## src/verilog/conv_acc_params.svh

```systemverilog
`ifndef CONV_ACC_PARAMS_SVH
`define CONV_ACC_PARAMS_SVH

// width of one signed accumulator lane
`define CONV_DW 22

// lanes carried side by side in one product vector
`define CONV_DN 6

// partial-sum and bias memory address width, 1024 entries
`define CONV_AW 10

// arithmetic right shift applied to every product
`define CONV_SW 3

`endif

```

## src/verilog/conv_data_pkg.sv

```systemverilog
`include "conv_acc_params.svh"

package conv_data_pkg;

    // one lane, two's complement
    typedef logic signed [`CONV_DW-1:0] lane_t;

    // lane 0 sits in the low bits, 132 bits total
    typedef lane_t [`CONV_DN-1:0] lane_vec_t;

    typedef logic [`CONV_AW-1:0] acc_addr_t;   // memory word address

    typedef logic [`CONV_SW-1:0] shift_t;      // right shift amount

endpackage

```

## src/verilog/conv_ctrl_pkg.sv

```systemverilog
package conv_ctrl_pkg;

    // bit 1 set means emit a result, bit 0 set means start from bias
    typedef enum logic [1:0] {
        OP_MID   = 2'b00,  // psum + product, write back
        OP_FIRST = 2'b01,  // bias + product, write back
        OP_LAST  = 2'b10,  // psum + product, emit
        OP_ONLY  = 2'b11   // bias + product, emit (single tap job)
    } acc_op_e;

    typedef enum logic {
        SEQ_IDLE = 1'b0,
        SEQ_RUN  = 1'b1
    } seq_state_e;

endpackage

```

## src/verilog/acc_skid_buffer.sv

```systemverilog
`timescale 1ns/10ps

module acc_skid_buffer
    import conv_data_pkg::*;
    import conv_ctrl_pkg::*;
(
    input  logic       clk,
    input  logic       rst_n,
    input  logic       in_valid,
    output logic       in_ready,
    input  lane_vec_t  in_data,
    input  acc_addr_t  in_addr,
    input  acc_op_e    in_op,
    input  shift_t     in_shift,
    output logic       out_valid,
    input  logic       out_ready,
    output lane_vec_t  out_data,
    output acc_addr_t  out_addr,
    output acc_op_e    out_op,
    output shift_t     out_shift
);

    logic       skid_valid;
    lane_vec_t  skid_data;
    acc_addr_t  skid_addr;
    acc_op_e    skid_op;
    shift_t     skid_shift;
    logic       in_fire;
    logic       main_load;

    assign in_fire   = in_valid && in_ready;
    assign main_load = !out_valid || out_ready;   // main register free next edge

    always_ff @(posedge clk or negedge rst_n) begin
        if (!rst_n) begin
            out_valid  <= 1'b0;
            skid_valid <= 1'b0;
            in_ready   <= 1'b1;
        end else if (main_load) begin
            out_valid  <= skid_valid || in_fire;
            skid_valid <= 1'b0;
            in_ready   <= 1'b1;
        end else if (in_fire) begin   // output stalled, park in skid
            skid_valid <= 1'b1;
            in_ready   <= 1'b0;
        end
    end

    always_ff @(posedge clk) begin
        if (main_load) begin
            out_data  <= skid_valid ? skid_data  : in_data;
            out_addr  <= skid_valid ? skid_addr  : in_addr;
            out_op    <= skid_valid ? skid_op    : in_op;
            out_shift <= skid_valid ? skid_shift : in_shift;
        end
        if (in_ready) begin   // skid empty, safe to overwrite
            skid_data  <= in_data;
            skid_addr  <= in_addr;
            skid_op    <= in_op;
            skid_shift <= in_shift;
        end
    end

endmodule

```

## config.mk

```make
export PLATFORM = sky130hd
export DESIGN_NAME = acc_skid_buffer
export DESIGN_NICKNAME = d
export VERILOG_FILES = /design/src/verilog/conv_data_pkg.sv /design/src/verilog/conv_ctrl_pkg.sv /design/src/verilog/acc_skid_buffer.sv
export VERILOG_INCLUDE_DIRS = /design/src /design/src/verilog
export SDC_FILE = /design/constraint.sdc
export NUM_CORES = 1
export LEC_CHECK = 0
export BUFFER_PORTS_ARGS = -buffer_cell sky130_fd_sc_hd__buf_2
export CORE_ASPECT_RATIO = 0.75
export CORE_MARGIN = 2
export CORE_UTILIZATION = 44
export CTS_CLUSTER_SIZE = 40
export DETAILED_ROUTE_END_ITERATION = 8
export PLACE_DENSITY = 0.69
export SLEW_MARGIN = 20
export SYNTH_ARGS = -nofsm -noshare
export SYNTH_HDL_FRONTEND = slang
export SYNTH_SLANG_ARGS = --single-unit
export TNS_END_PERCENT = 30
```

## constraint.sdc

```tcl
create_clock -name clk -period 5.05 [get_ports clk]
set_clock_uncertainty 0.2 [all_clocks]
set_input_delay 1.515 -clock clk [delete_from_list [all_inputs] [get_ports clk]]
set_output_delay 1.515 -clock clk [all_outputs]
set_load 0.005 [all_outputs]
```

==> metrics.md <==
| Metric | Value |
|---|---|
| Clock sink count | between 200 and 300 |
| Warnings from Yosys | 0 |
| Root buffer cell | clkbuf_16 |
| Register bit count reported by yosys | 297 |
| CTS tree | done |
| Synth area leader | edfxtp_1 |
| Outcome | completed |
| Max Slew Vio Count | 0 |
| TNS Setup | 0 ns |
| Crit path required time | approximately 3.3 ns |
| Syn_nets | slightly above 600 |
| CP Max Fanout | 26 |
| Worst vdd ir | between 300 and 400 uV |
| Final ANT Viol Nets | 0 |
| Mux contribution to synthesized area | 0.154 |
| Largest family of logic cells by synthesized area | multiplexers |
| Global-route usage over all layers | 0.156 |
| Relative slew slack | 0.374 |
| Worst Setup End Kind | output port |
| Final antenna diode count | 0 |
| Post-synthesis adder-cell area fraction | 0 |
| Slowest-stage cell, CP | dfstp_4 |
| Core Area | between 20000 and 25000 um2 |
| Clock-pin slew on the worst setup and hold paths | roughly 0.070 ns |
| Worst setup path class | register to output port |
| Final Hold Fails | 0 |
| Post-Syn Area | between 10000 and 15000 um2 |
| Cts bufs inserted | 28 |
| IO Port Bufs | approximately 300 |
| Drt first-iter violations | 282 |
| Routed len/inst | 18.1 um |
| Post-layout util | 0.561 |
| Crit path DAT | roughly 1.5 ns |
| Sw Ratio | 0.214 |
| Largest net degree at the start of global routing | 66 |
| P_leak | roughly 0.0052 uW |
| Synth top area cells | edfxtp_1, mux2_2, buf_6, dfrtp_1, dfstp_2 |
| Fmax achieved | roughly 300 MHz |
| Synthesized area per cell | ~23 um2 |
| Post-synth top area share | 0.821 |
| CP delay by family, top | flip-flops |
| Remaining DRCs | 0 |
| Xor and xnor fraction of the mapped netlist area | 0 |
| Crit path largest cell delay | roughly 0.82 ns |
| Vias in the first global route | around 5700 |
| Clk_lat worst skew | approximately 0.53 ns |
| Worst hold path class | register to register |
| Logic pwr share | 0.095 |
| Sw power | around 1200 uW |
| Effective utilization at floorplan | 0.448 |
| Sequential share of power | 0.550 |
| RSZ-0062 raised after global routing | false |
| Commonest non-fill, non-tap cell in the layout | buf_2 |
| Final HPWL DP | roughly 13000 um |
| Time the worst path needs with I/O delays and setup | around 3.2 ns |
| Vias after detailed routing | between 5000 and 6000 |
| Design Area, Final | about 13000 um2 |
| Library cells used by synthesis | 13 |
| Post-cts hold buffer count | 0 |
| Final setup fails | 0 |
| Period Utilization, post-route | 0.643 |
| Synth-to-layout area growth | 25.2% |
| Synth Area in Compound Gates | 0.00116 |
| IO Pins | 300 |
| First-pass GRT wire length | 31500 um |
| Clock power share | 0.355 |
| Slew @ Worst Pin | between 0.9 and 1 ns |
| Nets@finish | 937 |
| Chip height | about 140 um |
| H-tree depth | 1 |
| Std-Cell Rows | 49 |
| Die width | 184 um |
| Commonest non-fill, non-tap cells in the layout | buf_2, edfxtp_1, mux2_2 |
| Setup bufs post-CTS | 0 |
| Pre-antenna DRT Iters | 4 |
| Clock Tree Buf Depth | 3 |
| Layout cell share with drive strength beyond 1 | 0.613 |
| Initial antenna violation count | 2 |
| Routed WL | between 20000 and 25000 um |
| Cells after DPL | 1087 |
| Buf/Inv on CP | 1 |
| Die area | ~26000 um2 |
| Worst path cell trace | buf_2 |
| Synth Area in Simple Gates | 0.00128 |
| GRT Residual Overflow | 0 |
| Cell count after synthesis | 466 |
| GP Congestion | 0.715 |
| CP Launch Type | register |
| Internal power | ~4400 uW |
| Vias per cell | 4.76 |
| Post-CTS sizing | 0 |
| Placed Area | between 10000 and 15000 um2 |
| Power Density | about 420 nW/um2 |
| Max-cap violations | 0 |
| Post-route insts no fill | 1139 |
| Final hold slack | 0.341 ns |
| Sequential cell area fraction in the yosys report | 0.828 |
==> synth_stat cells <==
master and n:
a21o_1 1, buf_6 12, buf_2 2, buf_4 2, mux2_2 147, dfrtp_1 2
nand2_1 1, nand2b_1 1, dfstp_2 1, nor2_1 1, edfxtp_1 294, inv_1 1
a21oi_1 1
==> per-stage QoR <==
stage | setup WS (ns) | total power (uW)
CTS | 1.77 | 5720
global placement | 1.75 | 3690
global route | 1.74 | 5870
floorplan | 0.974 | 3420
finish | 1.80 | 5650
detailed placement | 1.73 | 3700
==> final timing paths <==
kind	startpoint	to	slack (ns)	cells past startpoint
min in group asynchronous	rst_n	skid_valid	0.57	1
worst min register to register	skid_data[90]	out_data[90]	0.34	1
worst max register to register	skid_valid	out_data[50]	2.76	2
worst min-delay path	skid_data[90]	out_data[90]	0.34	1
worst max-delay path	in_ready	in_ready	1.80	1
max in group asynchronous	rst_n	in_ready	3.88	1
==> state kept, by name (all words and copies together), names as in the netlist <==
| name | count |
|---|---|
| in_ready | 1 |
| out_addr | 10 |
| out_data | 132 |
| out_op | 2 |
| out_shift | 3 |
| out_valid | 1 |
| skid_addr | 10 |
| skid_data | 132 |
| skid_op | 2 |
| skid_shift | 3 |
| skid_valid | 1 |
==> layout make-up <==
type	instances	area, um2
sequential	297	8910
clock inverter	18	130
timing repair buffer	306	1560
inverter	1	3.75
clock buffer	34	744
tap	331	414
fill	1897	10500
multi-input combinational	152	1690
==> metal layers <==
| layer | wire length [um] | vias to the layer above | global-route usage |
|---|---|---|---|
| li1 | - | 2515 | - |
| met1 | 8980 | 2658 | 0.212 |
| met4 | 513 | 4 | 0.0425 |
| met2 | 9000 | 211 | 0.229 |
| met3 | 2150 | 39 | 0.0670 |
| met5 | 27 | - | 0 |
==> cell families after synthesis <==
logic type             after synthesis
AO/OA/AOI/OAI                        2
buffers and inverters               17
flip-flops                         297
multiplexers                       147
AND/OR/NAND/NOR                      3
==> power groups by stage <==
stage	Combinational, uW	Sequential, uW	Clock [uW]
4_1_cts	545	3110	2070
6_report	534	3110	2010
3_3_place_gp	537	3150	0
3_5_place_dp	541	3160	0
5_1_grt	587	3130	2150
2_1_floorplan	221	3200	0
Note: power is estimated with default switching activity, not from simulation.
