==> src/verilog/conv_acc_params.svh <==
`ifndef CONV_ACC_PARAMS_SVH
`define CONV_ACC_PARAMS_SVH

// width of one signed accumulator lane
`define CONV_DW 22

// lanes carried side by side in one product vector
`define CONV_DN 6

// partial-sum and bias memory address width, 1024 entries
`define CONV_AW 10

// arithmetic right shift applied to every product
`define CONV_SW 3

`endif

==> src/verilog/conv_data_pkg.sv <==
`include "conv_acc_params.svh"

package conv_data_pkg;

    // one lane, two's complement
    typedef logic signed [`CONV_DW-1:0] lane_t;

    // lane 0 sits in the low bits, 132 bits total
    typedef lane_t [`CONV_DN-1:0] lane_vec_t;

    typedef logic [`CONV_AW-1:0] acc_addr_t;   // memory word address

    typedef logic [`CONV_SW-1:0] shift_t;      // right shift amount

endpackage

==> src/verilog/conv_ctrl_pkg.sv <==
package conv_ctrl_pkg;

    // bit 1 set means emit a result, bit 0 set means start from bias
    typedef enum logic [1:0] {
        OP_MID   = 2'b00,  // psum + product, write back
        OP_FIRST = 2'b01,  // bias + product, write back
        OP_LAST  = 2'b10,  // psum + product, emit
        OP_ONLY  = 2'b11   // bias + product, emit (single tap job)
    } acc_op_e;

    typedef enum logic {
        SEQ_IDLE = 1'b0,
        SEQ_RUN  = 1'b1
    } seq_state_e;

endpackage

==> src/verilog/conv_acc.sv <==
`timescale 1ns/10ps
`include "conv_acc_params.svh"

module conv_acc
    import conv_data_pkg::*;
    import conv_ctrl_pkg::*;
(
    input  logic       clk,
    input  logic       rst_n,
    input  logic       buf_valid,
    output logic       buf_ready,
    input  lane_vec_t  buf_data,
    input  acc_addr_t  buf_addr,
    input  acc_op_e    buf_op,
    input  shift_t     buf_shift,
    output acc_addr_t  rd_addr,        // shared by bias and psum memories
    input  lane_vec_t  bias_rd_data,
    input  lane_vec_t  psum_rd_data,
    output logic       psum_wr_en,
    output acc_addr_t  psum_wr_addr,
    output lane_vec_t  psum_wr_data,
    output logic       res_valid,
    output acc_addr_t  res_addr,
    output lane_vec_t  res_data
);

    logic       acc_fire;
    lane_vec_t  prod_sft;

    // stage 1, aligned with the memory read
    logic       s1_valid;
    acc_op_e    s1_op;
    acc_addr_t  s1_addr;
    lane_vec_t  s1_prod;
    logic       s1_use_bias;

    // stage 2
    lane_vec_t  operand;
    lane_vec_t  sum;
    logic       s1_emit;
    lane_vec_t  sum_r;
    acc_addr_t  addr_r;

    assign buf_ready = 1'b1;               // never stalls
    assign acc_fire  = buf_valid && buf_ready;
    assign rd_addr   = buf_addr;           // read issued in the accept cycle

    always_comb begin
        for (int i = 0; i < `CONV_DN; i++) begin
            prod_sft[i] = $signed(buf_data[i]) >>> buf_shift;   // sign kept
        end
    end

    always_ff @(posedge clk or negedge rst_n) begin
        if (!rst_n)
            s1_valid <= 1'b0;
        else
            s1_valid <= acc_fire;
    end

    always_ff @(posedge clk) begin
        if (acc_fire) begin
            s1_op       <= buf_op;
            s1_addr     <= buf_addr;
            s1_prod     <= prod_sft;
            s1_use_bias <= (buf_op == OP_FIRST) || (buf_op == OP_ONLY);
        end
    end

    // first tap starts from bias, later taps from the stored partial sum
    assign operand = s1_use_bias ? bias_rd_data : psum_rd_data;
    assign s1_emit = (s1_op == OP_LAST) || (s1_op == OP_ONLY);

    always_comb begin
        for (int i = 0; i < `CONV_DN; i++) begin
            sum[i] = s1_prod[i] + operand[i];   // wraps in lane width
        end
    end

    always_ff @(posedge clk or negedge rst_n) begin
        if (!rst_n) begin
            psum_wr_en <= 1'b0;
            res_valid  <= 1'b0;
        end else begin
            psum_wr_en <= s1_valid && !s1_emit;
            res_valid  <= s1_valid && s1_emit;
        end
    end

    always_ff @(posedge clk) begin
        sum_r  <= sum;
        addr_r <= s1_addr;
    end

    // one register feeds both the write-back and the result port
    assign psum_wr_addr = addr_r;
    assign psum_wr_data = sum_r;
    assign res_addr     = addr_r;
    assign res_data     = sum_r;

endmodule

==> config.mk <==
export PLATFORM = sky130hd
export DESIGN_NAME = conv_acc
export DESIGN_NICKNAME = d
export VERILOG_FILES = /design/src/verilog/conv_data_pkg.sv /design/src/verilog/conv_ctrl_pkg.sv /design/src/verilog/conv_acc.sv
export VERILOG_INCLUDE_DIRS = /design/src /design/src/verilog
export SDC_FILE = /design/constraint.sdc
export NUM_CORES = 1
export LEC_CHECK = 0
export ABC_AREA = 1
export BUFFER_PORTS_ARGS = -buffer_cell sky130_fd_sc_hd__buf_2
export CAP_MARGIN = 20
export CORE_AREA = 2 2 280 282
export DETAILED_ROUTE_END_ITERATION = 6
export DIE_AREA = 0 0 282 284
export HOLD_SLACK_MARGIN = 0.1
export PLACE_DENSITY = 0.48
export SKIP_LAST_GASP = 1
export SLEW_MARGIN = 15
export SYNTH_ARGS = -nofsm -noshare
export SYNTH_HDL_FRONTEND = slang
export SYNTH_SLANG_ARGS = --single-unit
==> constraint.sdc <==
create_clock -name clk -period 7.6 [get_ports clk]
set_input_delay 0.76 -clock clk [delete_from_list [all_inputs] [get_ports clk]]
set_output_delay 0.76 -clock clk [all_outputs]
set_load 0.05 [all_outputs]
==> impl_results.rst, run 1 <==
.. list-table::
   :header-rows: 1

   * - Metric
     - Value
   * - DR DRC count
     - 0
   * - Count of boundary I/O pins
     - 711
   * - Arrival time of data at the critical path endpoint
     - 3.53 ns
   * - Die area
     - 80,100 um^2
   * - Warning count from the yosys run
     - 0
   * - End of the worst register-to-register path
     - psum_wr_data[103]
   * - Number of levels in the clock H-tree
     - 2
   * - Top layer used by detailed routing
     - met5
   * - Starting density of the core
     - 0.296
   * - Xor and xnor fraction of the mapped netlist area
     - 0.0246
   * - Routability cong.
     - 0.880
   * - Vias per inst
     - 4.43
   * - Most instantiated library cell after synthesis
     - nand2_1
   * - Dominant combinational cell family by area after synthesis
     - simple AND/OR/NAND/NOR gates
   * - Adder-Cell Fraction of Synth Area
     - 0.0746
   * - Clock skew after layout
     - 0.0137 ns
   * - Post-Synthesis Net Count
     - 3,782
   * - Area of the core
     - 77,000 um^2
   * - Kind of start point of the critical path
     - flop
   * - Area leader, netlist
     - nand2_1
   * - Count of final setup violators
     - 0
   * - VDD IR max
     - 0.000218 V
   * - Multiplexer share of the synthesized area
     - 0.0863
   * - CTS Buffer Depth
     - 3
   * - Leakage power figure
     - 14.6 nW
   * - Number of distinct library cells after synthesis
     - 35
   * - Class of the most critical setup path
     - flop to flop
   * - Outcome
     - complete, no violations
   * - Max-slew violation count
     - 0
   * - Shortest period the worst path allows
     - 3.08 ns
   * - Detail-routed net length per standard cell
     - 16.7 um
   * - Post-CTS Hold Fix Bufs
     - 1
   * - Horizontal die dimension
     - 282 um
   * - Setup slack after placement
     - 4.40 ns
   * - #FFs+latches synth
     - 289
   * - Total power density per cell area
     - 309 nW/um^2
   * - Sink count of the clock tree
     - 289
   * - Number of enable-type register cells in the synthesized netlist
     - 144
   * - M1 WL
     - 35.2 mm
   * - Worst setup slack for register-to-register paths
     - 4.52 ns
   * - Violation count after the first detailed-routing iteration
     - 1,000
   * - Largest net degree at the start of global routing
     - 88
   * - Fraction of layout instances using a drive strength above 1
     - 0.246
   * - Maximum fanout count along the critical path
     - 81
   * - Slew @ Worst Pin
     - 0.925 ns
   * - Fraction of synthesis flops using an asynchronous set or reset pin
     - 0.0104
   * - Hold Path Stages
     - 0
   * - Startpoint of the lowest-slack register-to-register path
     - s1_use_bias
   * - Later-pin clock latency in the skew report
     - 0.57 ns
   * - Hold/Removal Path Class
     - flop to flop
   * - End point of the worst hold path
     - psum_wr_addr[9]
   * - Critical Path Sink Type
     - flop
   * - Vias in the first global route
     - 20.8k
   * - Final number of hold-violating endpoints
     - 0
   * - Count of nets left with antenna violations after detail routing
     - 0
   * - Number of nets at the end of the flow
     - 4,302
   * - Proportion of netlist area held by the largest area contributor
     - 0.193
   * - Most used flip-flop cell after synthesis
     - edfxtp_1
   * - Synthesized area divided by synthesized cell count
     - 7.03 um^2
   * - Mapped Cells
     - 3,236
   * - Area of the mapped netlist
     - 22,800 um^2
   * - Unrepaired setup endpoints after global routing
     - false
   * - TritonCTS clock tree
     - yes
   * - Worst r2r path cells
     - 12
   * - Sequential-to-total area share from yosys stat
     - 0.318
   * - Synth area leaders
     - nand2_1 19%, edfxtp_1 19%, dfxtp_1 12%, inv_1 7.0%, ha_1 6.9%
   * - Min-Delay Startpoint
     - s1_addr[9]
   * - Synthesized-area fraction occupied by ao, oa, aoi and oai cells
     - 0.0754
   * - Total length of routed met2 wires
     - 39.8 mm
   * - Die height
     - 284 um
   * - Wire length of the first global-routing pass
     - 121 mm
   * - Port Buf Inserts
     - 709
   * - Site row count
     - 102
   * - Buffer cell driving the clock tree root
     - clkbuf_16
   * - Initial antenna violation count
     - 21
   * - Remaining global-route overflow
     - 0
   * - Met3 wirelength from detailed routing
     - 4.49 mm
   * - Count of cells resized by post-cts repair
     - 0
   * - Number of buffers added for setup after CTS
     - 0
   * - CTS Buf Count
     - 41
   * - Simple-Gate Fraction of Synth Area
     - 0.277
   * - Worst EP required
     - 8.05 ns
   * - Via count
     - 21.4k
   * - Setup slack of the critical path after layout
     - 4.52 ns
   * - Setup total negative slack
     - 0 ns
   * - Number of fillers in the final layout
     - 8,377
   * - Max-slew headroom
     - 0.383
   * - 1st-pass router iterations
     - 5
   * - Max capacitance violation total
     - 0
   * - Final routed wirelength across all metal layers
     - 80.8 mm
   * - Maximum clock rate
     - 0.325 GHz
   * - All-layer global routing usage
     - 0.196
   * - Clock slew seen by the registers of the worst setup and hold paths
     - 0.05 ns
   * - Area growth, synth to finish
     - 20.8%
   * - Share of the cycle needed by the critical path after routing
     - 0.405
   * - Top cell types by occurrence after synthesis
     - 1,167 x nand2_1, 423 x inv_1, 190 x nand3_1
   * - Detailed placer's ending HPWL
     - 66.8 mm
==> logic make-up (layout without fill, tap and decap cells) <==
| kind of cell | after synthesis | after routing |
|---|---|---|
| simple gates | 1578 | 1578 |
| buf+inv | 668 | 1220 |
| compound gates | 324 | 324 |
| flops | 289 | 289 |
| mux | 180 | 180 |
| fa+ha+maj | 132 | 132 |
| xor+xnor | 64 | 64 |
| other cells | 1 | 7 |
==> cell type report <==
class / instances / area (um^2) / share of cell area
clock inverters: 19 / 190 / 0.00692
well taps: 1040 / 1300 / 0.0473
flip-flops and latches: 289 / 7240 / 0.264
multi-input cells: 2279 / 12200 / 0.445
diodes: 6 / 15.0 / 0.000546
repair buffers: 720 / 3660 / 0.133
clock buffers: 56 / 1230 / 0.0447
inverters: 425 / 1600 / 0.0583
==> power by group <==
group          switching, mW  internal (mW)  total, mW
clock                  0.788           1.21       2.00
sequential             0.215           2.02       2.23
combinational           3.23           1.03       4.26
==> per-stage QoR <==
| step | std cells | power, mW | area, um^2 | hold WS, ns | util |
|---|---|---|---|---|---|
| global route | 4831 | 8.97 | 27500 | 0.323 | 0.357 |
| floorplan | 3236 | 5.77 | 22800 | 0.323 | - |
| global placement | 4752 | 6.55 | 26000 | 0.324 | 0.338 |
| detailed placement | 4752 | 6.54 | 26000 | 0.327 | 0.338 |
| CTS | 4828 | 8.59 | 27500 | 0.315 | 0.357 |
| finish | 4834 | 8.49 | 27500 | 0.338 | 0.357 |
==> critical path, cell delays in order, from the launching register on <==
cell and delay [ns]:
edfxtp_1 0.36, buf_4 0.20, buf_12 0.19, o21ai_0 0.80, inv_1 0.11, ha_1 0.33, nand2_1 0.05, nand2_1 0.08
nand2_1 0.13, o21ai_1 0.28, nand2_1 0.12, nand3_1 0.08, nand2_1 0.07
==> flip-flops by register name, summed over array words and instances, names as in the netlist <==
register      flops
psum_wr_data    132
s1_addr          10
psum_wr_en        1
s1_use_bias       1
psum_wr_addr     10
s1_prod         132
s1_valid          1
s1_op             1
res_valid         1
==> layout by cell type, fill, tap and decap left out, types with 7 or more instances in the layout <==
cell type	count
nor3_1	14
clkbuf_16	46
dfxtp_1	142
a21oi_1	72
o21bai_1	12
or2_1	7
nand4_1	18
mux2_2	120
o21ai_0	105
inv_1	422
o21ai_1	116
nand2_1	1167
xnor2_1	14
ha_1	126
edfxtp_1	144
buf_4	11
nor2_1	161
and2_1	8
nand3_1	190
o21ai_2	13
buf_2	705
xor2_1	50
mux2i_1	57
==> worst max path at each step <==
stage / start / endpoint / slack [ns]
6_report: s1_use_bias / psum_wr_data[103] / 4.52
5_1_grt: s1_use_bias / psum_wr_data[83] / 4.27
4_1_cts: s1_use_bias / psum_wr_data[83] / 4.51
3_5_place_dp: buf_shift[0] / s1_prod[48] / 4.40
3_3_place_gp: buf_shift[0] / s1_prod[26] / 4.43
2_1_floorplan: s1_use_bias / psum_wr_data[36] / 5.09
==> routing by layer <==
layer  global-route usage  vias to the layer above
li1                     -                    11200
met1                0.244                     9495
met2                0.351                      566
met3               0.0349                       80
met4               0.0382                       24
met5                    0                        -
Power figures use the tool's default switching activity.
==> run 2, diff against run 1 <==
ABC_AREA = 0   (was 1)
CORE_AREA = 2 2 278 280   (was 2 2 280 282)
DIE_AREA = 0 0 280 282   (was 0 0 282 284)
PLACE_DENSITY = 0.45   (was 0.48)
clock period = 3.12 ns   (was 7.6 ns; I/O delays follow)
==> impl_results.rst, run 2 <==
.. list-table::
   :header-rows: 1

   * - Metric
     - Value
   * - Port Buf Inserts
     - 709
   * - Area of the core
     - 75,700 um^2
   * - Most instantiated library cell after synthesis
     - nand2_1
   * - Max-slew headroom
     - 0.441
   * - Most used flip-flop cell after synthesis
     - edfxtp_1
   * - Combined area of the multi-input logic cells
     - 11,900 um^2
   * - DR DRC count
     - 0
   * - Area post-placement
     - 24,300 um^2
   * - Setup slack of the critical path after layout
     - -0.00631 ns
   * - Pwr Total
     - 21.1 mW
   * - Synthesized-area fraction occupied by ao, oa, aoi and oai cells
     - 0.162
   * - Maximum clock rate
     - 0.320 GHz
   * - Vias per inst
     - 4.75
   * - Arrival time of data at the critical path endpoint
     - 3.53 ns
   * - Critical Path Sink Type
     - flop
   * - 1st-pass router iterations
     - 5
   * - Instance count after placement with tap cells included
     - 3,657
   * - Starting density of the core
     - 0.265
   * - Synthesized area divided by synthesized cell count
     - 9.57 um^2
   * - Share of the cycle needed by the critical path after routing
     - 1.00
   * - Wire length of the first global-routing pass
     - 107 mm
   * - Synth area leaders
     - edfxtp_1 22%, dfxtp_1 14%, mux2_2 10%, ha_1 7.9%, mux2i_1 5.7%
   * - Buffer cell driving the clock tree root
     - clkbuf_16
   * - Kind of start point of the critical path
     - flop
   * - Mapped Cells
     - 2,098
   * - Fraction of power consumed by sequential logic
     - 0.263
   * - Sequential-to-total area share from yosys stat
     - 0.361
   * - Most common cell after layout, fill and taps aside
     - buf_2
   * - Number of enable-type register cells in the synthesized netlist
     - 144
   * - Part of the power in combinational logic
     - 0.523
   * - Number of fillers in the final layout
     - 7,731
   * - Max-slew violation count
     - 0
   * - Post-Synthesis Net Count
     - 2,644
   * - Clock skew after layout
     - 0.0298 ns
   * - CTS Buf Count
     - 40
   * - Initial antenna violation count
     - 19
   * - Startpoint of the lowest-slack register-to-register path
     - s1_use_bias
   * - Area leader, netlist
     - edfxtp_1
   * - Hold/Removal Path Class
     - primary input to flop
   * - Internal cell power
     - 10.8 mW
   * - CTS Buffer Depth
     - 3
   * - Setup total negative slack
     - -0.00631 ns
   * - Multiplexer share of the synthesized area
     - 0.160
   * - Remaining global-route overflow
     - 0
   * - Total power density per cell area
     - 784 nW/um^2
   * - Setup slack after placement
     - -0.194 ns
   * - Sink count of the clock tree
     - 289
   * - Leading cell types in the layout, fill and taps excluded
     - 705 x buf_2, 201 x nand2_1, 176 x mux2_2
   * - Via count
     - 18.0k
   * - Maximum fanout count along the critical path
     - 5
   * - Adder-Cell Fraction of Synth Area
     - 0.0845
   * - Area growth, synth to finish
     - 34.1%
   * - Sw frac
     - 0.490
   * - Final routed wirelength across all metal layers
     - 74.6 mm
   * - Leakage power figure
     - 12.0 nW
   * - Min-Delay Startpoint
     - psum_rd_data[66]
   * - Number of nets at the end of the flow
     - 3,315
   * - Xor and xnor fraction of the mapped netlist area
     - 0.0458
   * - Unrepaired setup endpoints after global routing
     - true
   * - Warning count from the yosys run
     - 0
   * - Detail-routed net length per standard cell
     - 19.7 um
   * - All-layer global routing usage
     - 0.176
   * - Crit path cell chain
     - buf_6, buf_12, buf_6, mux2_4, ha_4, inv_2, fa_2, nor2b_2, o21a_1, o21ai_1, buf_4, a31oi_4, o211ai_1, buf_4, buf_4, a21o_1, o311ai_2
   * - Count of nets left with antenna violations after detail routing
     - 0
   * - Later-pin clock latency in the skew report
     - 0.56 ns
   * - Clock network power share
     - 0.214
   * - Site row count
     - 101
   * - Max incr delay on CP
     - 0.40 ns
   * - Die area
     - 79,000 um^2
   * - Final number of hold-violating endpoints
     - 0
   * - TritonCTS clock tree
     - yes
   * - Violated checks
     - negative setup slack
   * - Top cell types by occurrence after synthesis
     - 202 x nand2_1, 181 x mux2_2, 176 x o21ai_0
   * - Violation count after the first detailed-routing iteration
     - 687
   * - Most used cell, CP
     - buf_4
   * - Layout Cell Area excl Fill
     - 26,900 um^2
   * - Slowest stage cell, crit path
     - edfxtp_1
   * - Fraction of synthesis flops using an asynchronous set or reset pin
     - 0.0104
   * - Number of levels in the clock H-tree
     - 2
   * - Sequential cell area in the final layout
     - 7240 um^2
   * - Fraction of layout instances using a drive strength above 1
     - 0.437
   * - Die height
     - 282 um
   * - Shortest period the worst path allows
     - 3.13 ns
   * - Simple-Gate Fraction of Synth Area
     - 0.102
   * - Horizontal die dimension
     - 280 um
   * - Worst EP required
     - 3.52 ns
   * - #FFs+latches synth
     - 289
   * - Detailed placer's ending HPWL
     - 59.3 mm
   * - Count of final setup violators
     - 1
   * - Area of the mapped netlist
     - 20,100 um^2
   * - Dominant combinational cell family by area after synthesis
     - compound AO/OA/AOI/OAI gates
   * - CP startpoint
     - s1_use_bias
   * - Clock slew seen by the registers of the worst setup and hold paths
     - 0.06 ns
   * - Count of boundary I/O pins
     - 711
   * - Outcome
     - finished, violations left
   * - Vias in the first global route
     - 18.1k
   * - Net switching power of the design
     - 10.3 mW
   * - Routability cong.
     - 0.939
   * - Largest net degree at the start of global routing
     - 95
   * - Class of the most critical setup path
     - flop to flop
   * - Slew @ Worst Pin
     - 0.839 ns
   * - VDD IR max
     - 0.000529 V
   * - Number of distinct library cells after synthesis
     - 64
   * - Proportion of netlist area held by the largest area contributor
     - 0.215
   * - Non-filler cells, final
     - 3,786
   * - Max capacitance violation total
     - 0
## run 2: cell types whose count changed after synthesis, sizes merged, moves of 61 or more
cell and change:
xnor2 +63, nand3 -166, inv -374, nand2 -965, mux2 +61, nor2 -63
## run 2: per-layer routing
layer	up-vias	GRT usage	wire length, um
met5	-	0	125
met4	20	0.0318	1270
met3	91	0.0361	3820
met2	490	0.321	37800
met1	8548	0.214	31600
li1	8846	-	-
## run 2: power groups by stage
stage	Clock (mW)	Sequential, mW	Combinational (mW)
after floorplan	0	7.89	6.31
after global placement	0	5.61	10.6
after detailed placement	0	5.63	10.6
after CTS	4.68	5.57	10.8
after global routing	4.82	5.64	11.7
final	4.51	5.55	11.0
## run 2: path summary, 6_finish.rpt
path / end / slack, ns / cells past startpoint
max: psum_wr_data[84] / -0.006 / 17
min: psum_wr_data[66] / 0.15 / 3
max reg2reg: psum_wr_data[84] / -0.006 / 17
min reg2reg: psum_wr_addr[1] / 0.34 / 0
max in group asynchronous: s1_valid / 2.33 / 3
min in group asynchronous: res_valid / 0.64 / 3
## run 2: what timing repair did
action	CTS	global route
cloned	1	3
buffers inserted	7	10
hold endpoints to repair	29	0
resized for setup	34	136
pin swaps	11	44
setup endpoints to repair	24	45
hold buffers	29	0
## run 2: per-stage QoR
step	util	hold slack (ns)
finish	0.356	0.147
global route	0.356	0.121
CTS	0.345	0.107
detailed placement	0.321	0.111
global placement	0.321	0.109
floorplan	-	0.0164
## run 2: kinds of logic after synthesis
logic type                 count (synthesis)
other                                      1
DFF                                      289
buffers and inverters                    292
adders and majority gates                132
muxes                                    297
AOI/OAI and AO/OA                        527
xor gates and xnor gates                 105
and+or+nand+nor                          455
## run 2: final cells by class
class,instances,share of cell area
flip-flops and latches,289,0.269
multi-input cells,1517,0.441
repair buffers,870,0.189
inverters,51,0.00720
diodes,7,0.000650
clock buffers,56,0.0425
well taps,978,0.0454
clock inverters,18,0.00525
## run 2: critical path: cells and delay by family (launching register included)
kind,cells,cell delay [ns]
AOI/OAI and AO/OA,6,0.83
adders and majority gates,2,0.39
buffers and inverters,7,0.95
DFF,1,0.40
muxes,1,0.31
and+or+nand+nor,1,0.05
