==> src/verilog/conv_acc_params.svh <==
`ifndef CONV_ACC_PARAMS_SVH
`define CONV_ACC_PARAMS_SVH

// width of one signed accumulator lane
`define CONV_DW 22

// lanes carried side by side in one product vector
`define CONV_DN 6

// partial-sum and bias memory address width, 1024 entries
`define CONV_AW 10

// arithmetic right shift applied to every product
`define CONV_SW 3

`endif

==> src/verilog/conv_data_pkg.sv <==
`include "conv_acc_params.svh"

package conv_data_pkg;

    // one lane, two's complement
    typedef logic signed [`CONV_DW-1:0] lane_t;

    // lane 0 sits in the low bits, 132 bits total
    typedef lane_t [`CONV_DN-1:0] lane_vec_t;

    typedef logic [`CONV_AW-1:0] acc_addr_t;   // memory word address

    typedef logic [`CONV_SW-1:0] shift_t;      // right shift amount

endpackage

==> src/verilog/conv_ctrl_pkg.sv <==
package conv_ctrl_pkg;

    // bit 1 set means emit a result, bit 0 set means start from bias
    typedef enum logic [1:0] {
        OP_MID   = 2'b00,  // psum + product, write back
        OP_FIRST = 2'b01,  // bias + product, write back
        OP_LAST  = 2'b10,  // psum + product, emit
        OP_ONLY  = 2'b11   // bias + product, emit (single tap job)
    } acc_op_e;

    typedef enum logic {
        SEQ_IDLE = 1'b0,
        SEQ_RUN  = 1'b1
    } seq_state_e;

endpackage

==> src/verilog/tap_sequencer.sv <==
`timescale 1ns/10ps

module tap_sequencer
    import conv_data_pkg::*;
    import conv_ctrl_pkg::*;
(
    input  logic        clk,
    input  logic        rst_n,
    input  logic        job_start,
    input  acc_addr_t   job_base,
    input  logic [9:0]  job_len,    // vectors per tap minus one
    input  logic [3:0]  job_taps,   // taps minus one
    input  shift_t      job_shift,
    input  logic        prod_valid,
    output logic        prod_ready,
    input  lane_vec_t   prod_data,
    output logic        seq_valid,
    input  logic        seq_ready,
    output lane_vec_t   seq_data,
    output acc_addr_t   seq_addr,
    output acc_op_e     seq_op,
    output shift_t      seq_shift
);

    seq_state_e  state;
    acc_addr_t   base_r;
    logic [9:0]  len_r;
    logic [3:0]  taps_r;
    shift_t      shift_r;
    logic [9:0]  vec_cnt;
    logic [3:0]  tap_cnt;
    acc_op_e     tag_op;
    logic        job_go;
    logic        prod_fire;

    assign job_go     = job_start && (state == SEQ_IDLE);
    assign prod_ready = (state == SEQ_RUN) && (!seq_valid || seq_ready);
    assign prod_fire  = prod_valid && prod_ready;

    always_comb begin
        if (tap_cnt == taps_r)
            tag_op = (tap_cnt == 4'd0) ? OP_ONLY : OP_LAST;
        else
            tag_op = (tap_cnt == 4'd0) ? OP_FIRST : OP_MID;
    end

    always_ff @(posedge clk or negedge rst_n) begin
        if (!rst_n) begin
            state   <= SEQ_IDLE;
            vec_cnt <= '0;
            tap_cnt <= '0;
        end else if (job_go) begin
            state   <= SEQ_RUN;
            vec_cnt <= '0;
            tap_cnt <= '0;
        end else if (prod_fire) begin
            if (vec_cnt == len_r) begin   // end of tap
                vec_cnt <= '0;
                tap_cnt <= tap_cnt + 4'd1;
                if (tap_cnt == taps_r)
                    state <= SEQ_IDLE;
            end else begin
                vec_cnt <= vec_cnt + 10'd1;
            end
        end
    end

    always_ff @(posedge clk) begin
        if (job_go) begin
            base_r  <= job_base;
            len_r   <= job_len;
            taps_r  <= job_taps;
            shift_r <= job_shift;
        end
    end

    // output stage, held until the buffer takes it
    always_ff @(posedge clk or negedge rst_n) begin
        if (!rst_n)
            seq_valid <= 1'b0;
        else if (prod_fire)
            seq_valid <= 1'b1;
        else if (seq_ready)
            seq_valid <= 1'b0;
    end

    always_ff @(posedge clk) begin
        if (prod_fire) begin
            seq_data  <= prod_data;
            seq_addr  <= base_r + vec_cnt;
            seq_op    <= tag_op;
            seq_shift <= shift_r;
        end
    end

endmodule

==> config.mk <==
export PLATFORM = sky130hd
export DESIGN_NAME = tap_sequencer
export DESIGN_NICKNAME = d
export VERILOG_FILES = /design/src/verilog/conv_data_pkg.sv /design/src/verilog/conv_ctrl_pkg.sv /design/src/verilog/tap_sequencer.sv
export VERILOG_INCLUDE_DIRS = /design/src /design/src/verilog
export SDC_FILE = /design/constraint.sdc
export NUM_CORES = 1
export LEC_CHECK = 0
export BUFFER_PORTS_ARGS = -buffer_cell sky130_fd_sc_hd__buf_2
export CAP_MARGIN = 5
export CORE_MARGIN = 5
export CORE_UTILIZATION = 46
export CTS_CLUSTER_SIZE = 14
export DETAILED_ROUTE_END_ITERATION = 8
export PLACE_DENSITY = 0.77
export SYNTH_ARGS = -nofsm -noshare
export SYNTH_HDL_FRONTEND = slang
export SYNTH_SLANG_ARGS = --single-unit
==> constraint.sdc <==
create_clock -name clk -period 3.4 [get_ports clk]
set_input_delay 0.51 -clock clk [delete_from_list [all_inputs] [get_ports clk]]
set_output_delay 0.51 -clock clk [all_outputs]
set_load 0.01 [all_outputs]
==> results of run 1 <==
[state kept, by name (all words and copies together), names as in the netlist, 2 cells and up]
name       count
seq_shift      3
seq_op         2
shift_r        3
seq_data     132
len_r         10
base_r        10
tap_cnt        4
taps_r         4
seq_addr      10
vec_cnt       10
[worst max-delay path by stage]
stage	from	end	slack [ps]	depth (start not counted)
after floorplan	seq_ready	tap_cnt[1]	150	6
after global placement	job_start	vec_cnt[8]	1080	7
after detailed placement	job_start	vec_cnt[8]	1000	7
after CTS	state	vec_cnt[8]	1090	6
after global routing	state	vec_cnt[8]	950	6
final	state	vec_cnt[8]	1130	6
[metrics by stage]
| step | setup slack (ps) | cell area (sq um) | util, % |
|---|---|---|---|
| after floorplan | 152 | 6680 | - |
| after CTS | 1090 | 9050 | 63.0 |
| final | 1130 | 9050 | 63.0 |
| after global routing | 949 | 9050 | 63.0 |
| after detailed placement | 998 | 8490 | 59.1 |
| after global placement | 1080 | 8490 | 59.1 |
[cell type report]
cell class | instances | share of cell area (%)
sequential | 190 | 62.1
timing repair buffer | 315 | 17.8
multi-input combinational | 129 | 10.9
clock buffer | 20 | 4.82
tap | 184 | 2.54
clock inverter | 12 | 1.26
inverter | 12 | 0.553
antenna | 1 | 0.0276
[power by group through the flow]
stage / logic, mW / registers, mW / clock network [mW]
6_report: 0.638 / 2.85 / 1.85
5_1_grt: 0.696 / 2.87 / 1.99
4_1_cts: 0.649 / 2.85 / 1.89
2_1_floorplan: 0.263 / 2.96 / 0
3_5_place_dp: 0.646 / 2.90 / 0
3_3_place_gp: 0.630 / 2.89 / 0
[synthesized netlist by cell type, types with 7 or more instances]
library cell    n
dfrtp_1        16
ha_1           12
nand4_1         7
inv_1          10
nor2_1         11
xnor2_1        18
edfxtp_1      174
a21oi_1         7
nand3_1         9
xor2_1          7
[placed cells by master, fill, tap and decap left out, types with 6 or more instances in the layout]
master | Yosys | routed
dfrtp_1 | 16 | 16
nand3_1 | 9 | 9
edfxtp_1 | 174 | 174
xor2_1 | 7 | 7
inv_1 | 10 | 10
nand4_1 | 7 | 7
buf_2 | 1 | 312
nor2_1 | 11 | 11
nor3_1 | 6 | 6
o31ai_1 | 6 | 6
xnor2_1 | 18 | 18
ha_1 | 12 | 12
clkbuf_16 | 0 | 17
a21oi_1 | 7 | 7
nand2_1 | 6 | 6
[worst max-delay path, delay by kind of cell, from the launching register on]
kind / cells / cell delay, ps
AND/OR/NAND/NOR: 3 / 680
flip-flops: 1 / 410
AO/OA/AOI/OAI: 1 / 250
buffers and inverters: 1 / 620
XOR/XNOR: 1 / 160
[layer usage]
layer	track usage (%)	routed length, microns	vias up
met3	5.85	1680	31
met1	22.2	6040	2085
met2	32.6	9010	190
met5	0	19	-
li1	-	-	1957
met4	8.41	475	2
[kinds of logic after synthesis]
kind of cell | Yosys count | synth area share, %
flip-flops | 190 | 84.2
AND/OR/NAND/NOR | 59 | 5.09
AO/OA/AOI/OAI | 30 | 3.52
XOR/XNOR | 25 | 3.28
buffers and inverters | 16 | 1.09
adder cells (fa/ha/maj) | 13 | 2.55
multiplexers | 2 | 0.300
==> metrics.md, run 1 <==
| Metric | Value |
|---|---|
| Area grow syn2layout | `35.5%` |
| Worst EP required | `3670 ps` |
| Tcrit/Tclk final | `66.6%` |
| Total Neg Setup Slack | `0 ps` |
| Dpl cells | `829` |
| Number of DRC markers in iteration 0 | `235` |
| 1st-pass router iterations | `4` |
| Final ANT Viol Nets | `0` |
| Tmin final | `2270 ps` |
| Non-Filler Instances | `863` |
| Root Driver | `clkbuf_16` |
| Grt ovf | `0` |
| Initial antenna violation count | `1` |
| Post-CTS resize count | `0` |
| Worst path arrival time | `2540 ps` |
| Total CTS buffers | `17` |
| Initial Util | `46.5%` |
| Combinational share of power | `11.9%` |
| Worst-path cell chain | `nand2b_1 > inv_2 > a31oi_1 > nor4b_2 > xnor2_1 > nor3_2` |
| Seq cells post-synth | `190` |
| Site Rows | `44` |
| RePlAce Congestion | `0.857` |
| Hold crit path type | `input port to flop` |
| First-pass GRT wire length | `23600 microns` |
| GR Util All Layers | `19.1%` |
| Die area | `17000 sq um` |
| Post-Syn Area per Cell | `19.9 sq um` |
| Cell Pwr Density | `590 nW/um^2` |
| Clk sinks | `190` |
| Syn Inst Count | `335` |
| Sequential share of power | `53.4%` |
| Post-synth EDFFs | `174` |
| Die Wd | `131 microns` |
| Crit path largest cell delay | `620 ps` |
| R2r worst-path depth | `6` |
| Hold_buf cts | `1` |
| Cell variety after synth | `47` |
| Clock Skew | `7.13 ps` |
| Leakage power | `3.79 nW` |
| CP max-delay cell | `inv_2` |
| Net Sw Power | `1.29 mW` |
| R2r endpoint | `vec_cnt[8]` |
| Largest net degree at the start of global routing | `90` |
| Outcome | `complete, no violations` |
| # IOs | `313` |
| Slew Limit Fails | `0` |
| Core ar. | `14400 sq um` |
| Setup crit end kind | `flop` |
| Remaining DRCs | `0` |
| Async SR Flop Fraction | `8.42%` |
| Post-CTS setup buffer count | `0` |
| Yosys top cell area share | `78.2%` |
| Vias in the first global route | `4187` |
| Synth top area cells | `edfxtp_1, dfrtp_1, xnor2_1` |
| FF-to-FF Start | `state` |
| Sequential fraction of the synthesis area | `84.2%` |
| Hold Startpoint | `job_base[4]` |
| Clock-pin slew on the worst setup and hold paths | `70 ps` |
| Int Pwr | `4.06 mW` |
| Clock buffer depth | `2` |
| Multi-input logic area | `985 sq um` |
| Syn. warnings | `0` |
| Crit path max fanout | `40` |
| Worst Hold Depth | `1` |
| Htree depth | `4` |
| Hold slack | `261 ps` |
| Post-synth top flop | `edfxtp_1` |
| Rel. slew slack | `45.1%` |
| Max-Cap Viols | `0` |
| Fillcell total | `1079` |
| Switching Fraction | `24.1%` |
| Tightest Pin Transition | `817 ps` |
| Wirelength per Cell | `20.0 microns` |
| # nets final | `842` |
| Mapped Area | `6680 sq um` |
| TritonCTS clock tree | `done` |
| Share of cells above drive strength 1 | `52.2%` |
| Total number of vias | `4265` |
| Critical Path Source Type | `flop` |
| Dominant cell type by area after synthesis | `edfxtp_1` |
| # port buffers | `312` |
| Critical path class | `flop to flop` |
| WL final | `17200 microns` |
| RSZ-0062 raised after global routing | `no` |
| Post-DP HPWL | `13500 microns` |
| Die Y-Extent | `131 microns` |
| WHS Endpoint | `base_r[4]` |
| Peak VDD IR | `0.000321 V` |
| R2R setup slack | `1130 ps` |
| Synth Net Count | `512` |
| Fmax | `441 MHz` |
| Power, Total | `5.34 mW` |
| Clock share of power | `34.7%` |
| Register area | `5630 sq um` |
| # setup viols final | `0` |
| Final hold violation count | `0` |
| Routed vias/inst | `4.94` |
| Latest clock arrival within the worst-skew pair | `420 ps` |
No activity file was read; power rests on OpenSTA's default activity.
==> run 2: changes to the inputs <==
Settings changed: ABC_AREA set to 1, CORE_UTILIZATION 46 to 47, PLACE_DENSITY 0.77 to 0.78.
Clock period 3.4 ns to 2.1 ns, I/O delays scaled along.
==> metrics.md, run 2 <==
| Metric | Value |
|---|---|
| Synth top area cells | `edfxtp_1, dfrtp_1, nand2_1` |
| Multiplexer share of the synthesized area | `0%` |
| Tmin final | `2000 ps` |
| Syn Inst Count | `426` |
| Peak VDD IR | `0.000590 V` |
| Sequential fraction of the synthesis area | `81.7%` |
| Most frequent cells in the layout | `buf_2, edfxtp_1, nand2_1, inv_1, nor2_1` |
| # IOs | `313` |
| Final hold violation count | `0` |
| Worst path arrival time | `2160 ps` |
| Commonest cells in the synthesized netlist | `edfxtp_1, nand2_1, inv_1, nor2_1, dfrtp_1` |
| Critical Path Source Type | `flop` |
| Site Rows | `44` |
| Seq cells post-synth | `190` |
| Dominant cell type by area after synthesis | `edfxtp_1` |
| TritonCTS clock tree | `done` |
| Area grow syn2layout | `36.6%` |
| Post-Synth Simple-Gate Area | `9.14%` |
| Design area | `9410 sq um` |
| Total number of vias | `4624` |
| First-pass GRT wire length | `25500 microns` |
| Yosys top cell area share | `75.8%` |
| R2r endpoint | `seq_addr[8]` |
| Mapped Area | `6890 sq um` |
| Routed vias/inst | `4.82` |
| Compound-Gate Fraction of Synth Area | `1.51%` |
| Cell variety after synth | `30` |
| Post-synth top flop | `edfxtp_1` |
| Fillcell total | `1051` |
| Area share of fa/ha/maj cells after synthesis | `2.47%` |
| Largest Register | `seq_data` |
| Main combinational cell family by area after synthesis | `simple AND/OR/NAND/NOR gates` |
| R2R setup slack | `100 ps` |
| Critical path class | `flop to flop` |
| # port buffers | `312` |
| Latest clock arrival within the worst-skew pair | `420 ps` |
| Cell Pwr Density | `988 nW/um^2` |
| RePlAce Congestion | `0.868` |
| Grt ovf | `0` |
| Fmax | `501 MHz` |
| Clock Skew | `7.52 ps` |
| RSZ-0062 raised after global routing | `no` |
| Async SR Flop Fraction | `8.42%` |
| Max reg flops | `132` |
| Vias in the first global route | `4577` |
| Die Wd | `131 microns` |
| Clock buffer depth | `2` |
| Post-synth EDFFs | `174` |
| Post-Syn Area per Cell | `16.2 sq um` |
| Initial Util | `47.6%` |
| Worst setup margin | `105 ps` |
| Total CTS buffers | `17` |
| WHS Endpoint | `seq_data[21]` |
| Hold slack | `62.6 ps` |
| 1st-pass router iterations | `5` |
| Max-Cap Viols | `0` |
| Post-DP HPWL | `14900 microns` |
| Htree depth | `4` |
| R2r worst-path depth | `7` |
| Crit path max fanout | `6` |
| Largest net degree at the start of global routing | `51` |
| Remaining DRCs | `0` |
| Register area | `5630 sq um` |
| Initial antenna violation count | `1` |
| Net Sw Power | `2.37 mW` |
| DP Worst Slack | `129 ps` |
| Wirelength per Cell | `19.5 microns` |
| Dpl cell area | `8790 sq um` |
| Rel. slew slack | `72.2%` |
| Worst EP required | `2270 ps` |
| # setup viols final | `0` |
| Leakage power | `4.16 nW` |
| Sequential share of power | `50.0%` |
| Int Pwr | `6.93 mW` |
| # nets final | `939` |
| WL final | `18700 microns` |
| Worst Hold Depth | `1` |
| Non-Filler Instances | `960` |
| XOR/XNOR Fraction of Synth Area | `2.67%` |
| Final ANT Viol Nets | `0` |
| Clock share of power | `35.1%` |
| Die Y-Extent | `131 microns` |
| Slew Limit Fails | `0` |
| Tcrit/Tclk final | `95.0%` |
| Outcome | `complete, no violations` |
| Clk sinks | `190` |
| Number of DRC markers in iteration 0 | `252` |
| Share of cells above drive strength 1 | `48.0%` |
| Hold crit path type | `input port to flop` |
| Commonest non-fill, non-tap cell in the layout | `buf_2` |
| Dpl cells | `926` |
| GR Util All Layers | `20.5%` |
| Die area | `17200 sq um` |
| Switching Fraction | `25.5%` |
| Clock-pin slew on the worst setup and hold paths | `70 ps` |
| Finished Core Util | `65.0%` |
| Combinational share of power | `14.9%` |
| Tightest Pin Transition | `417 ps` |
| Hold Startpoint | `prod_data[21]` |
| Most instantiated library cell after synthesis | `edfxtp_1` |
| Synth Net Count | `603` |
| FF-to-FF Start | `vec_cnt[0]` |
| Multi-input logic area | `1100 sq um` |
| Core ar. | `14500 sq um` |
| Root Driver | `clkbuf_16` |
| Syn. warnings | `0` |
| Setup crit end kind | `flop` |
[run 2: cell count changes after synthesis, moves of 4 or more]
| cell | delta |
|---|---|
| xnor2_1 | -9 |
| nor2b_1 | -4 |
| nand2_2 | +6 |
| o31ai_1 | -5 |
| nand2_1 | +75 |
| inv_1 | +29 |
| nor2_1 | +7 |
| nor2_2 | +5 |
| xor2_1 | +5 |
| nor3_1 | -5 |
[run 2: kinds of logic (layout without fill, tap and decap cells)]
family,count (synthesis),after routing
AND/OR/NAND/NOR,138,138
AO/OA/AOI/OAI,19,19
flip-flops,190,190
other,0,1
XOR/XNOR,21,21
adder cells (fa/ha/maj),13,13
buffers and inverters,45,394
[run 2: stage by stage]
stage / power, mW / TNS [ps]
after CTS: 9.38 / 0
final: 9.30 / 0
after detailed placement: 6.11 / 0
after floorplan: 5.49 / -152200
after global placement: 6.05 / 0
after global routing: 9.70 / 0
[run 2: area by class of cell]
cell class              instances  area share [%]
diodes                          1          0.0266
clock buffers                  17            4.52
clock inverters                15            1.95
inverters                      43            1.78
multi-input cells             191            11.7
flip-flops and latches        190            59.8
well taps                     184            2.45
repair buffers                319            17.8
[run 2: per-layer routing]
metal / wire (microns) / global-route usage [%]
met2: 10000 / 37.1
met5: 13 / 0
met1: 6400 / 22.4
met4: 586 / 9.01
met3: 1660 / 6.04
[run 2: worst max-delay path: stages (launching register included)]
cell and delay (ps):
dfrtp_1 460, ha_1 230, inv_1 80, fa_1 420, o21ai_2 240, nand4_1 140
nand3_1 110, xor2_1 70
[run 2: repair_timing]
| action | 4_1_cts | 5_1_grt |
|---|---|---|
| buffers inserted | 0 | 0 |
| resized for setup | 0 | 1 |
| hold endpoints to repair | 16 | 0 |
| hold buffers | 1 | 0 |
| endpoints found under the setup margin | 0 | 2 |
[run 2: how the worst max path moves through the flow]
stage / from / end / slack (ps) / depth (start not counted)
detailed placement: vec_cnt[0] / seq_addr[8] / 130 / 7
global placement: vec_cnt[0] / seq_addr[8] / 200 / 7
global route: vec_cnt[0] / seq_addr[8] / 5 / 7
CTS: vec_cnt[0] / seq_addr[8] / 70 / 7
floorplan: seq_valid / seq_addr[0] / -1040 / 3
finish: vec_cnt[0] / seq_addr[8] / 100 / 7
[run 2: power by group through the flow]
| stage | Sequential, mW | Combinational [mW] | Clock, mW |
|---|---|---|---|
| global route | 4.68 | 1.52 | 3.49 |
| floorplan | 4.84 | 0.646 | 0 |
| detailed placement | 4.74 | 1.37 | 0 |
| finish | 4.65 | 1.38 | 3.27 |
| global placement | 4.71 | 1.33 | 0 |
| CTS | 4.66 | 1.39 | 3.34 |
==> run 3: changes to the inputs <==
Settings changed: CORE_ASPECT_RATIO set to 1.4.
==> metrics.md, run 3 (synthesized netlist as in run 2, its figures left out) <==
| Metric | Value |
|---|---|
| Multi-input logic area | `1100 sq um` |
| Worst path arrival time | `2140 ps` |
| Setup crit end kind | `flop` |
| # nets final | `938` |
| Initial antenna violation count | `1` |
| Most frequent cells in the layout | `buf_2, edfxtp_1, nand2_1, inv_1, nor2_1` |
| Leakage power | `4.12 nW` |
| Core ar. | `14400 sq um` |
| Area grow syn2layout | `35.1%` |
| Post-DP HPWL | `14100 microns` |
| Vias in the first global route | `4775` |
| Clk sinks | `190` |
| GR Util All Layers | `20.4%` |
| Fmax | `510 MHz` |
| Dpl cells | `930` |
| Total CTS buffers | `17` |
| Critical Path Source Type | `flop` |
| Total Neg Setup Slack | `0 ps` |
| Largest net degree at the start of global routing | `103` |
| Slew Limit Fails | `0` |
| Clock-pin slew on the worst setup and hold paths | `70 ps` |
| Hold crit path type | `input port to flop` |
| Rel. slew slack | `62.8%` |
| Initial Util | `47.7%` |
| Peak VDD IR | `0.000525 V` |
| Routed vias/inst | `4.78` |
| Final hold violation count | `0` |
| Total number of vias | `4600` |
| Clock Skew | `17.9 ps` |
| RSZ-0062 raised after global routing | `no` |
| Critical path class | `flop to flop` |
| # IOs | `313` |
| Htree depth | `4` |
| # setup viols final | `0` |
| Remaining DRCs | `0` |
| Final ANT Viol Nets | `0` |
| WL final | `17600 microns` |
| TritonCTS clock tree | `done` |
| Post-CTS setup buffer count | `0` |
| Cell Pwr Density | `967 nW/um^2` |
| RePlAce Congestion | `0.921` |
| Tmin final | `1960 ps` |
| Latest clock arrival within the worst-skew pair | `430 ps` |
| Site Rows | `52` |
| Max-Cap Viols | `0` |
| Die Wd | `112 microns` |
| Number of DRC markers in iteration 0 | `345` |
| First-pass GRT wire length | `26600 microns` |
| Crit path max fanout | `6` |
| # port buffers | `312` |
| Tightest Pin Transition | `559 ps` |
| Largest Register | `seq_data` |
| Outcome | `complete, no violations` |
| Max reg flops | `132` |
| Die area | `17200 sq um` |
| 1st-pass router iterations | `4` |
| Fillcell total | `1100` |
| Worst EP required | `2280 ps` |
| Non-Filler Instances | `962` |
| Tcrit/Tclk final | `93.4%` |
| Wirelength per Cell | `18.3 microns` |
| Share of cells above drive strength 1 | `48.1%` |
| Grt ovf | `0` |
| Register area | `5630 sq um` |
| Clock buffer depth | `2` |
| ANT cells | `0` |
| Die Y-Extent | `153 microns` |
| Commonest non-fill, non-tap cell in the layout | `buf_2` |
| Root Driver | `clkbuf_16` |
[run 3: critical path, cell delays in order (launching register included)]
cell,delay (ps)
dfrtp_1,450
ha_1,250
inv_1,90
fa_1,420
o21ai_2,220
nand4_1,110
nand3_1,100
xor2_1,70
[run 3: metrics by stage]
| stage | worst slack [ps] | total power, mW | cell area [sq um] | utilization [%] | hold slack (ps) |
|---|---|---|---|---|---|
| floorplan | -1040 | 5.49 | 6900 | - | 19.4 |
| global route | 13.4 | 9.45 | 9310 | 64.5 | 39.9 |
| global placement | 156 | 6.04 | 8750 | 60.6 | 265 |
| finish | 138 | 9.01 | 9310 | 64.5 | 54.1 |
| detailed placement | 92.5 | 6.10 | 8750 | 60.6 | 266 |
| CTS | 88.3 | 9.09 | 9310 | 64.4 | 43.4 |
[run 3: area by class of cell]
class | instances | area share (%)
tap | 189 | 2.54
clock buffer | 17 | 4.57
timing repair buffer | 318 | 17.6
clock inverter | 14 | 1.32
inverter | 43 | 1.80
sequential | 190 | 60.4
multi-input combinational | 191 | 11.8
[run 3: what timing repair did]
action                                  CTS  global route
hold buffers                              1             0
resized for setup                         0             1
endpoints found under the setup margin    0             2
endpoints found under the hold margin    16             0
[run 3: path summary, 6_finish.rpt]
| kind | start | to | slack, ps | cells past startpoint |
|---|---|---|---|---|
| setup / recovery | vec_cnt[0] | seq_addr[8] | 140 | 7 |
| hold / removal | job_len[3] | len_r[3] | 50 | 1 |
| setup reg to reg | vec_cnt[0] | seq_addr[8] | 140 | 7 |
| hold reg to reg | shift_r[0] | seq_shift[0] | 420 | 0 |
| max in group asynchronous | rst_n | vec_cnt[6] | 1460 | 2 |
| min in group asynchronous | rst_n | state | 350 | 2 |
[run 3: report_power, final]
group          total (mW)  leakage (nW)  switching, mW  internal, mW
Sequential           4.63          1.85          0.139          4.49
Clock                3.00         0.269           1.44          1.56
Combinational        1.38          2.01          0.838         0.544
Total                9.01          4.12           2.42          6.59
[run 3: layer usage]
layer	vias to the layer above	part of all wire [%]	track usage, %
li1	2166	-	-
met2	226	54	37.0
met3	19	11	7.91
met1	2187	34	22.3
met5	-	0.074	0
met4	2	1.2	5.15
